===== config.mk =====
export PLATFORM = sky130hd
export DESIGN_NAME = pht_wrapper
export DESIGN_NICKNAME = d
export VERILOG_FILES = /design/src/pht_pkg.sv /design/src/pht_index_hash.sv /design/src/pht_counter_array.sv /design/src/pht_resp_select.sv /design/src/pht_wrapper.sv
export SDC_FILE = /design/constraint.sdc
export NUM_CORES = 2
export LEC_CHECK = 0
export BUFFER_PORTS_ARGS = -buffer_cell sky130_fd_sc_hd__buf_2
export CORE_ASPECT_RATIO = 0.5
export CORE_MARGIN = 5
export CORE_UTILIZATION = 25
export DETAILED_ROUTE_END_ITERATION = 7
export HOLD_SLACK_MARGIN = 0.12
export PLACE_DENSITY = 0.35
export SLEW_MARGIN = 15
export SYNTH_ARGS = -nofsm -noshare
export SYNTH_HDL_FRONTEND = slang
export SYNTH_SLANG_ARGS = --single-unit

===== constraint.sdc =====
create_clock -name CLK -period 11.75 [get_ports CLK]
set_input_delay 1.7625 -clock CLK [delete_from_list [all_inputs] [get_ports CLK]]
set_output_delay 1.7625 -clock CLK [all_outputs]
set_load 0.01 [all_outputs]

===== src/pht_pkg.sv =====
// pht_pkg: pht widths, table geometry, counter/row types, pc union, request and update structs
package pht_pkg;

    // --------------------
    // widths
    localparam int ASID_WIDTH      = 9;
    localparam int GH_WIDTH        = 12;
    localparam int FETCH_IDX_WIDTH = 6;
    localparam int LANE_WIDTH      = 3;
    localparam int PC_WIDTH        = 38;
    // pc bits above the fetch index
    localparam int PC_UPPER_WIDTH  = PC_WIDTH - FETCH_IDX_WIDTH - LANE_WIDTH;

    // --------------------
    // table geometry
    localparam int INDEX_WIDTH   = 6;
    localparam int SETS          = 1 << INDEX_WIDTH;
    localparam int LANES         = 1 << LANE_WIDTH;
    localparam int COUNTER_WIDTH = 2;
    // asid bits above the index width, folded back in
    localparam int ASID_HI_WIDTH = ASID_WIDTH - INDEX_WIDTH;

    // --------------------
    // scalar types
    typedef logic [ASID_WIDTH-1:0]      asid_t;
    typedef logic [GH_WIDTH-1:0]        gh_t;
    typedef logic [FETCH_IDX_WIDTH-1:0] fetch_idx_t;
    typedef logic [LANE_WIDTH-1:0]      fetch_lane_t;
    typedef logic [INDEX_WIDTH-1:0]     pht_index_t;
    typedef logic [COUNTER_WIDTH-1:0]   counter_t;

    // counter end points
    localparam counter_t COUNTER_INIT = 2'd1;   // weakly not-taken
    localparam counter_t COUNTER_MIN  = 2'd0;
    localparam counter_t COUNTER_MAX  = 2'd3;

    // one set, one counter per fetch lane
    typedef counter_t [LANES-1:0] pht_row_t;

    // --------------------
    // pc views
    typedef struct packed {
        logic [PC_UPPER_WIDTH-1:0] upper;
        fetch_idx_t                fetch_idx;   // pc[8:3]
        fetch_lane_t               lane;        // pc[2:0]
    } pc38_fields_t;

    typedef union packed {
        logic [PC_WIDTH-1:0] raw;
        pc38_fields_t        fields;
    } pc38_u;

    // --------------------
    // request and update bundles
    typedef struct packed {
        fetch_idx_t fetch_idx;
        gh_t        gh;
    } pht_read_req_t;

    typedef struct packed {
        pc38_u pc;
        gh_t   gh;
        logic  taken;
    } pht_update_t;

endpackage


===== src/pht_index_hash.sv =====
// pht_index_hash: gshare fold of fetch index, history and asid into read and update set indexes
`timescale 1ns/1ps

module pht_index_hash
    import pht_pkg::*;
(
    input  asid_t         arch_asid,
    input  pht_read_req_t read_req,
    input  pht_update_t   update,
    output pht_index_t    read_index,
    output pht_index_t    update_index
);

    // --------------------
    // folding

    // index ^ (gh hi ^ gh lo) ^ (asid lo ^ asid hi)
    function automatic pht_index_t fold_index(
        input fetch_idx_t idx,
        input gh_t        gh,
        input asid_t      asid
    );
        pht_index_t gh_fold;
        pht_index_t asid_fold;
        begin
            // both history halves are index wide
            gh_fold   = gh[GH_WIDTH-1 -: INDEX_WIDTH] ^ gh[INDEX_WIDTH-1:0];
            // top asid bits zero-extended onto the low ones
            asid_fold = asid[INDEX_WIDTH-1:0]
                      ^ {{(INDEX_WIDTH-ASID_HI_WIDTH){1'b0}},
                         asid[ASID_WIDTH-1 -: ASID_HI_WIDTH]};
            fold_index = pht_index_t'(idx) ^ gh_fold ^ asid_fold;
        end
    endfunction

    // --------------------
    // index paths

    // update pc decoded through its field view
    fetch_idx_t update_fetch_idx;
    assign update_fetch_idx = update.pc.fields.fetch_idx;

    // read side
    assign read_index   = fold_index(read_req.fetch_idx, read_req.gh, arch_asid);

    // update side, same asid
    assign update_index = fold_index(update_fetch_idx, update.gh, arch_asid);

endmodule


===== src/pht_counter_array.sv =====
// pht_counter_array: 64x8 saturating counter table, registered row read, read-modify-write update
`timescale 1ns/1ps

module pht_counter_array
    import pht_pkg::*;
(
    input  logic        CLK,
    input  logic        nRST,
    input  logic        read_req_valid,
    input  pht_index_t  read_index,
    input  logic        update_valid,
    input  pht_index_t  update_index,
    input  fetch_lane_t update_lane,
    input  logic        update_taken,
    output pht_row_t    read_row
);

    // --------------------
    // storage
    pht_row_t table_q [SETS];

    // trained counter before and after the step
    counter_t upd_cnt_old;
    counter_t upd_cnt_new;

    assign upd_cnt_old = table_q[update_index][update_lane];

    // saturating step toward the outcome
    always_comb begin
        if (update_taken) begin
            if (upd_cnt_old == COUNTER_MAX) begin
                upd_cnt_new = COUNTER_MAX;
            end else begin
                upd_cnt_new = upd_cnt_old + 2'd1;
            end
        end else begin
            if (upd_cnt_old == COUNTER_MIN) begin
                upd_cnt_new = COUNTER_MIN;
            end else begin
                upd_cnt_new = upd_cnt_old - 2'd1;
            end
        end
    end

    // --------------------
    // table and row register
    always_ff @(posedge CLK or negedge nRST) begin
        if (!nRST) begin
            // every counter starts weakly not-taken
            for (int s = 0; s < SETS; s++) begin
                table_q[s] <= {LANES{COUNTER_INIT}};
            end
            read_row <= '0;
        end else begin
            // row sees contents from before this edge's write
            if (read_req_valid) begin
                read_row <= table_q[read_index];
            end
            if (update_valid) begin
                table_q[update_index][update_lane] <= upd_cnt_new;
            end
        end
    end

    // --------------------
    // checks

    // indexes from the hash must be clean when used
    a_read_index_known: assert property (@(posedge CLK) disable iff (!nRST)
        read_req_valid |-> !$isunknown(read_index));

    a_update_index_known: assert property (@(posedge CLK) disable iff (!nRST)
        update_valid |-> !$isunknown({update_index, update_lane, update_taken}));

    // every counter of a loaded row stays within 0..3
    a_row_in_range: assert property (@(posedge CLK) disable iff (!nRST)
        read_req_valid |=> !$isunknown(read_row));

endmodule


===== src/pht_resp_select.sv =====
// pht_resp_select: redirect lane counter pick from the read row and the taken bit
`timescale 1ns/1ps

module pht_resp_select
    import pht_pkg::*;
(
    input  logic        CLK,
    input  logic        nRST,
    input  logic        read_req_valid,
    input  pht_row_t    read_row,
    input  fetch_lane_t redirect_lane,
    output logic        taken
);

    // set once the array has loaded a row
    logic row_loaded;

    always_ff @(posedge CLK or negedge nRST) begin
        if (!nRST) begin
            row_loaded <= 1'b0;
        end else if (read_req_valid) begin
            row_loaded <= 1'b1;
        end
    end

    // counter msb is the direction
    assign taken = row_loaded & read_row[redirect_lane][COUNTER_WIDTH-1];

    // lane comes from the wrapper stage and must be driven once rows exist
    a_lane_known: assert property (@(posedge CLK) disable iff (!nRST)
        row_loaded |-> !$isunknown(redirect_lane));

endmodule


===== src/pht_wrapper.sv =====
// pht_wrapper: pht top with input/output register stage around hash, counter array and lane select
`timescale 1ns/1ps

module pht_wrapper
    import pht_pkg::*;
(
    // seq
    input  logic          CLK,
    input  logic          nRST,

    // arch state
    input  asid_t         next_arch_asid,

    // read req stage
    input  logic          next_read_req_valid,
    input  pht_read_req_t next_read_req,

    // read resp stage
    input  fetch_lane_t   next_read_resp_redirect_lane,
    output logic          last_read_resp_taken,

    // update
    input  logic          next_update_valid,
    input  pht_update_t   next_update
);

    // --------------------
    // registered inputs

    asid_t         arch_asid;
    logic          read_req_valid;
    pht_read_req_t read_req;
    fetch_lane_t   read_resp_redirect_lane;
    logic          update_valid;
    pht_update_t   update;

    // --------------------
    // internal links

    pht_index_t read_index;
    pht_index_t update_index;
    pht_row_t   read_row;
    logic       read_resp_taken;

    // --------------------
    // blocks

    // set index for both paths
    pht_index_hash hash_i (
        .arch_asid    (arch_asid),
        .read_req     (read_req),
        .update       (update),
        .read_index   (read_index),
        .update_index (update_index)
    );

    // lane and outcome straight out of the update bundle
    pht_counter_array array_i (
        .CLK            (CLK),
        .nRST           (nRST),
        .read_req_valid (read_req_valid),
        .read_index     (read_index),
        .update_valid   (update_valid),
        .update_index   (update_index),
        .update_lane    (update.pc.fields.lane),
        .update_taken   (update.taken),
        .read_row       (read_row)
    );

    // lane pick one cycle after the row load
    pht_resp_select select_i (
        .CLK            (CLK),
        .nRST           (nRST),
        .read_req_valid (read_req_valid),
        .read_row       (read_row),
        .redirect_lane  (read_resp_redirect_lane),
        .taken          (read_resp_taken)
    );

    // --------------------
    // wrapper registers
    always_ff @(posedge CLK or negedge nRST) begin
        if (!nRST) begin
            arch_asid               <= '0;
            read_req_valid          <= 1'b0;
            read_req                <= '0;
            read_resp_redirect_lane <= '0;
            last_read_resp_taken    <= 1'b0;
            update_valid            <= 1'b0;
            update                  <= '0;
        end else begin
            arch_asid               <= next_arch_asid;
            read_req_valid          <= next_read_req_valid;
            read_req                <= next_read_req;
            read_resp_redirect_lane <= next_read_resp_redirect_lane;
            // response leaves two edges after the request
            last_read_resp_taken    <= read_resp_taken;
            update_valid            <= next_update_valid;
            update                  <= next_update;
        end
    end

endmodule


* After elaboration in Yosys (flattened, before gate mapping)
Cells that the tools add are included.
Word-level totals: flip-flop bits (word level) 1096, output and inout bits 1, logic and storage cells 571
Cells by class: $add $sub $neg 2, magnitude comparators 6, equality and inequality tests 1, mux-type cells 18, bitwise operators 10, reductions and logical operators 3
Operators with widths (count):
- bitwise mux 1024 bit | 1
- binary-select mux 16 bit (select 6 bit) | 2
- demux 16 bit (select 6 bit) | 1
- 2-to-1 mux 16 bit | 5
- XOR 6 bit | 6
- >= comparator 7 bit, second input constant | 2
- inverter 6 -> 7 bit | 2
- binary-select mux 2 bit (select 3 bit) | 2
- 2-to-1 mux 2 bit | 6
- less-than comparator 3 x 4 -> 1 bit, second input constant | 2
- less-than comparator 7 x 1 -> 1 bit, second input constant | 1
- demux 2 bit (select 3 bit) | 1
- XOR 6 x 3 -> 6 bit | 1
- >= comparator 3 x 1 -> 1 bit, second input constant | 1
- adder 2 x 1 -> 2 bit, second input constant | 1
- == test 2 bit, second input constant | 1
- logical AND 1 bit | 2
- logical NOT 2 bit | 1
- subtractor 2 x 1 -> 2 bit, second input constant | 1
- AND 1 bit | 1

* Longest topological paths before layout
word-level depth 13, gate-level depth with buffers 18

* By module
From an unflattened synthesis, not the netlist that was laid out.
Unflattened totals: cell total of the unflattened synthesis 5618, area, all modules 59962.5 um^2
Modules (own cells, without submodules):
- pht_counter_array | times used 1, cells an instance 5492, area an instance 57386.3 um^2, sequential area each 26665.6 um^2
- pht_wrapper | times used 1, cells an instance 84, area an instance 2102.0 um^2, sequential area each 2102.0 um^2
- pht_index_hash | times used 1, cells an instance 33, area an instance 371.6 um^2, sequential area each 0.0 um^2
- pht_resp_select | times used 1, cells an instance 9, area an instance 102.6 um^2, sequential area each 25.0 um^2

* Least setup slack after synthesis
No wires, ideal clock.
path kind register to register, start reg, netlist name update[8], end reg array_i.table_q[100] in the netlist's numbering, arrival time 4.078 ns, data required time 11.682 ns, path slack 7.604 ns, stages on the path, launching flop included 15, clock period less this slack 4.146 ns, path through dfrtp_1 xnor3_2 xor2_2 mux4_2 a22oi_1 o211ai_1 or3_1 nor4_1 nor3_1 or4_1 maj3_2 buf_6 buf_8 buf_12 a21oi_4
On the way: word-level cells in the longest chain between the ends 13, elaborated cells between the ends (all ways) 22, those cells by class add/sub (2); order compare (2); eq/ne (1); mux (11); bitwise (4); reduce/logical (2)
RTL lines:
- XOR 6 bit * | line pht_index_hash.sv:27 | gh_fold = gh[GH_WIDTH-1 -: INDEX_WIDTH] ^ gh[INDEX_WIDTH-1:0];
- XOR 6 bit * (2 in a row) | line pht_index_hash.sv:32 | fold_index = pht_index_t'(idx) ^ gh_fold ^ asid_fold;
- inverter 6 -> 7 bit (not written as such) * | line pht_counter_array.sv:26, pht_counter_array.sv:60
- binary-select mux 16 bit (select 6 bit) | line pht_counter_array.sv:26 | assign upd_cnt_old = table_q[update_index][update_lane];
- 2-to-1 mux 16 bit (not written as such) (2 in a row) | line pht_counter_array.sv:26
- binary-select mux 2 bit (select 3 bit) | line pht_counter_array.sv:26
- 2-to-1 mux 2 bit (not written as such) | line pht_counter_array.sv:26
- subtractor 2 x 1 -> 2 bit, or another cell as far along | line pht_counter_array.sv:40 | upd_cnt_new = upd_cnt_old - 2'd1;
- 2-to-1 mux 2 bit, on equally long branches | line pht_counter_array.sv:37, pht_counter_array.sv:31
- 2-to-1 mux 2 bit | line pht_counter_array.sv:30 | if (update_taken) begin
- bitwise mux 1024 bit * | line pht_counter_array.sv:60 | table_q[update_index][update_lane] <= upd_cnt_new;
- to (signal, indexed assignment) | line pht_counter_array.sv:51 | table_q[s] <= {LANES{COUNTER_INIT}};
- to (signal, indexed assignment) | line pht_counter_array.sv:60
- to (decl) | line pht_counter_array.sv:20 | pht_row_t table_q [SETS];
Every way passes the cells marked *; elsewhere a longest branch is shown, timed or not. The select of a mux whose other input is x is not followed. A chain may end at the register's enable or synchronous reset.

* Final worst setup path
start reg, netlist name update[1], end reg array_i.table_q[1020] in the netlist's numbering
On the way: word-level cells in the longest chain between the ends 13, elaborated cells between the ends (all ways) 22, those cells by class add/sub (2); order compare (2); eq/ne (1); mux (11); bitwise (4); reduce/logical (2)
RTL lines (line):
- XOR 6 bit * | pht_index_hash.sv:27
- XOR 6 bit * (2 in a row) | pht_index_hash.sv:32
- inverter 6 -> 7 bit (not written as such) * | pht_counter_array.sv:26, pht_counter_array.sv:60
- binary-select mux 16 bit (select 6 bit) | pht_counter_array.sv:26
- 2-to-1 mux 16 bit (not written as such) (2 in a row) | pht_counter_array.sv:26
- binary-select mux 2 bit (select 3 bit) | pht_counter_array.sv:26
- 2-to-1 mux 2 bit (not written as such) | pht_counter_array.sv:26
- subtractor 2 x 1 -> 2 bit, or another cell as far along | pht_counter_array.sv:40
- 2-to-1 mux 2 bit, on equally long branches | pht_counter_array.sv:37, pht_counter_array.sv:31
- 2-to-1 mux 2 bit | pht_counter_array.sv:30
- bitwise mux 1024 bit * | pht_counter_array.sv:60
Marked as above.

==> results by group <==
Clock tree
  – Skew-Pair Late Insertion Delay: 790 ps
  – # H-tree levels: 3
  – Sink Count: around 1100
  – Hold-fix buffers, CTS: 0
  – CTS tree: yes
  – CTS max path bufs: 3
  – CTS Buf Count: 120
  – # Post-CTS Setup Buffers: 0
  – Post_cts resized: 0
  – Clk root buf: clkbuf_16
  – Clk slew on worst S/H paths: 70 ps

Detailed routing
  – Vias per inst: 5.27
  – Drt pass-1 iters: 6
  – Antenna-violating nets left: 0
  – Iter 0 DRT Violations: 4506
  – WL/cell: 30.9 microns
  – Vias: 47000
  – Detailed Route WL: 276000 microns
  – # DRC: 0

Worst hold path
  – WHS Path Cells: 1
  – Hold/Removal Path Class: register to register
  – Worst hold start: select_i.row_loaded$_DFFE_PN0P_
  – Hold EP: select_i.row_loaded$_DFFE_PN0P_

Setup path
  – Startpoint types: register
  – Worst EP required: roughly 12000 ps
  – Reg2reg setup slack: 3660 ps
  – Worst Setup End Kind: register
  – CP Data Arrival Time: approximately 9000 ps
  – Critical path type: register to register
  – R2R cell count: 15
  – Crit-path max FO: 61
  – R2R Path Start: update[1]$_DFF_PN0_
  – R2r endpoint: array_i.table_q[1020]$_DFFE_PN1P_

Global routing
  – Vias in the first global route: between 40000 and 50000
  – Initial antenna violation count: 29
  – GR Overflow Total: 0
  – Global Route Usage Sum: 0.217
  – Largest net degree at the start of global routing: 151
  – First-pass GRT wire length: 387000 microns

Cells and area
  – Share of layout cells above drive strength 1: 0.295
  – Most frequent cells in the layout: 1563 x nor2_1, 634 x a21oi_1, 576 x dfrtp_1, 512 x dfstp_2, 480 x a21oi_4
  – Fin nets: 5687
  – Multi-input gate area: 29800 sq um
  – P&R area growth vs syn: 13.7%
  – Fillers: 24500
  – Register area: approximately 28000 sq um
  – Leading cell type in the layout, fill and taps excluded: nor2_1

Logic synthesis
  – Cells after synthesis: ~5600
  – Post-synth cell types: 71
  – Most used DFF post-synth: dfrtp_1
  – Post-synth ARST share: 1.00
  – Mapped cell area: 59700 sq um
  – Yosys top cell by area: dfrtp_1
  – Yosys warnings: 0
  – Syn Nets: ~5700
  – Seq/Total Area, Yosys: 0.466
  – Post-synth EDFFs: 0
  – Seq cells post-synth: 1088
  – Syn Area/Cell: roughly 11 sq um
  – Share of the synthesized area in the top cell type: 0.241
  – Synth area leaders: dfrtp_1 24%, dfstp_2 23%, a21oi_4 13%

Timing
  – Skew final: 35.1 ps
  – Minimum clock period: 8090 ps
  – Setup Total Neg Slack: 0 ps
  – Final setup fails: 0
  – Endpoints failing hold: 0
  – RSZ-0062 raised after global routing: false
  – Fin crit share: 0.688
  – Maximum clock frequency: about 120 MHz
  – Worst-margin pin slew: 1290 ps
  – Fin Hold WS: 466 ps
  – Relative slew margins: 0.137
  – Slew Limit Fails: 0

Pwr
  – Peak VDD IR: 0.133 mV
  – Leak: 24.5 nW
  – Cell Pwr Density: roughly 200 nW/um^2

Die
  – Die area: between 200000 and 250000 sq um
  – Chip width: about 700 microns
  – IO Pins: 86
  – Initial Util: 0.252
  – Row count: between 100 and 150
  – Total core area: 237000 sq um
  – Die height: around 360 microns

Place
  – IO buf count: 56
  – Final HPWL from detailed placement: 171000 microns
  – GPL Wtd Cong: 0.818

Run status
  – Status: complete, no violations

Job
  – Max Cap Viol: 0
power by group:
part           internal, W  total (W)  switching [W]
clock              0.00237    0.00417        0.00179
combinational      0.00123    0.00446        0.00323
sequential         0.00447    0.00487       0.000398
total              0.00808     0.0135        0.00542
kinds of logic (layout without fill, tap and decap cells):
group | Yosys count | in the layout | synth area share
AND/OR/NAND/NOR | 2120 | 2120 | 0.140
AO/OA/AOI/OAI | 1626 | 1626 | 0.249
flip-flops | 1088 | 1088 | 0.466
buffers and inverters | 377 | 460 | 0.0419
multiplexers | 371 | 371 | 0.0945
XOR/XNOR | 42 | 42 | 0.00750
adder cells (fa/ha/maj) | 2 | 2 | 0.000356
other | 0 | 10 | 0
cells in the mapped netlist, types with 4 or more instances:
cell type,number
buf_4,12
mux2i_1,193
o21ai_0,27
nor2_1,1575
buf_6,6
nand2_1,313
and3_1,5
nand3_1,105
a22oi_1,118
o22a_1,8
a2111oi_0,9
o221ai_1,8
o2111ai_1,6
buf_1,55
nand4_1,23
nor4_1,16
a211o_1,11
dfstp_2,512
or4_1,5
clkbuf_1,132
nor3_1,32
a21oi_1,634
a211oi_1,70
dfrtp_1,576
mux2_2,26
a21oi_4,480
a221oi_1,49
mux4_2,152
buf_12,52
o22ai_1,85
buf_2,115
xnor2_1,24
a31oi_1,20
a32oi_1,12
nor2b_1,27
or3_1,6
o211ai_1,15
o2bb2ai_1,22
xor2_1,10
o32ai_1,8
a22o_1,19
inv_1,4
worst max-delay path by stage:
stage	cells past startpoint	endpoint	slack [ps]	from
after floorplan	14	array_i.table_q[100]$_DFFE_PN1P_	7600	update[8]$_DFF_PN0_
after global placement	15	array_i.table_q[665]$_DFFE_PN0P_	3930	update[1]$_DFF_PN0_
after detailed placement	15	array_i.table_q[1020]$_DFFE_PN1P_	3930	update[7]$_DFF_PN0_
after CTS	15	array_i.table_q[1020]$_DFFE_PN1P_	3890	update[7]$_DFF_PN0_
after global routing	15	array_i.table_q[1020]$_DFFE_PN1P_	3400	update[1]$_DFF_PN0_
final	15	array_i.table_q[1020]$_DFFE_PN1P_	3660	update[1]$_DFF_PN0_
critical path, stage by stage, from the launching register on:
cell and delay [ps]:
dfrtp_1 370, xnor3_1 500, xnor2_4 1000, buf_12 460
nor2_4 80, buf_12 280, a22o_1 310, a2111oi_0 900
nand4_1 250, nor4_2 840, a311oi_1 370, nor4_2 390
maj3_4 930, buf_4 580, buf_4 370, a21oi_1 110
per-stage QoR:
stage	utilization	instance area (sq um)	setup WS (ps)	total power, W	std cells
after floorplan	-	59700	7600	0.00745	5626
after global placement	0.269	63700	3930	0.00930	8680
after detailed placement	0.269	63700	3930	0.00935	8680
after CTS	0.287	67900	3890	0.0136	8909
after global routing	0.287	67900	3400	0.0140	8910
final	0.287	67900	3660	0.0135	8919
layout make-up:
class,count,area share
multi-input combinational,4161,0.440
sequential,1088,0.410
tap,3200,0.0590
clock buffer,187,0.0543
timing repair buffer,227,0.0285
clock inverter,42,0.00772
antenna,10,0.000368
inverter,4,0.000221
flip-flops by register name, summed over array words and instances (netlist names), 3 cells and up:
name	count
array_i.read_row	8
array_i.table_q	1024
update	22
read_req	18
read_resp_redirect_lane	3
arch_asid	9
per-layer routing:
layer  wire length, microns  global-route usage  up-vias
met5                     26                   0        -
met4                   6740              0.0513        4
met3                  18900              0.0399      325
met2                 119000               0.325     1820
met1                 132000               0.320    24800
li1                       -                   -    20000
No activity file was read; power rests on OpenSTA's default activity.
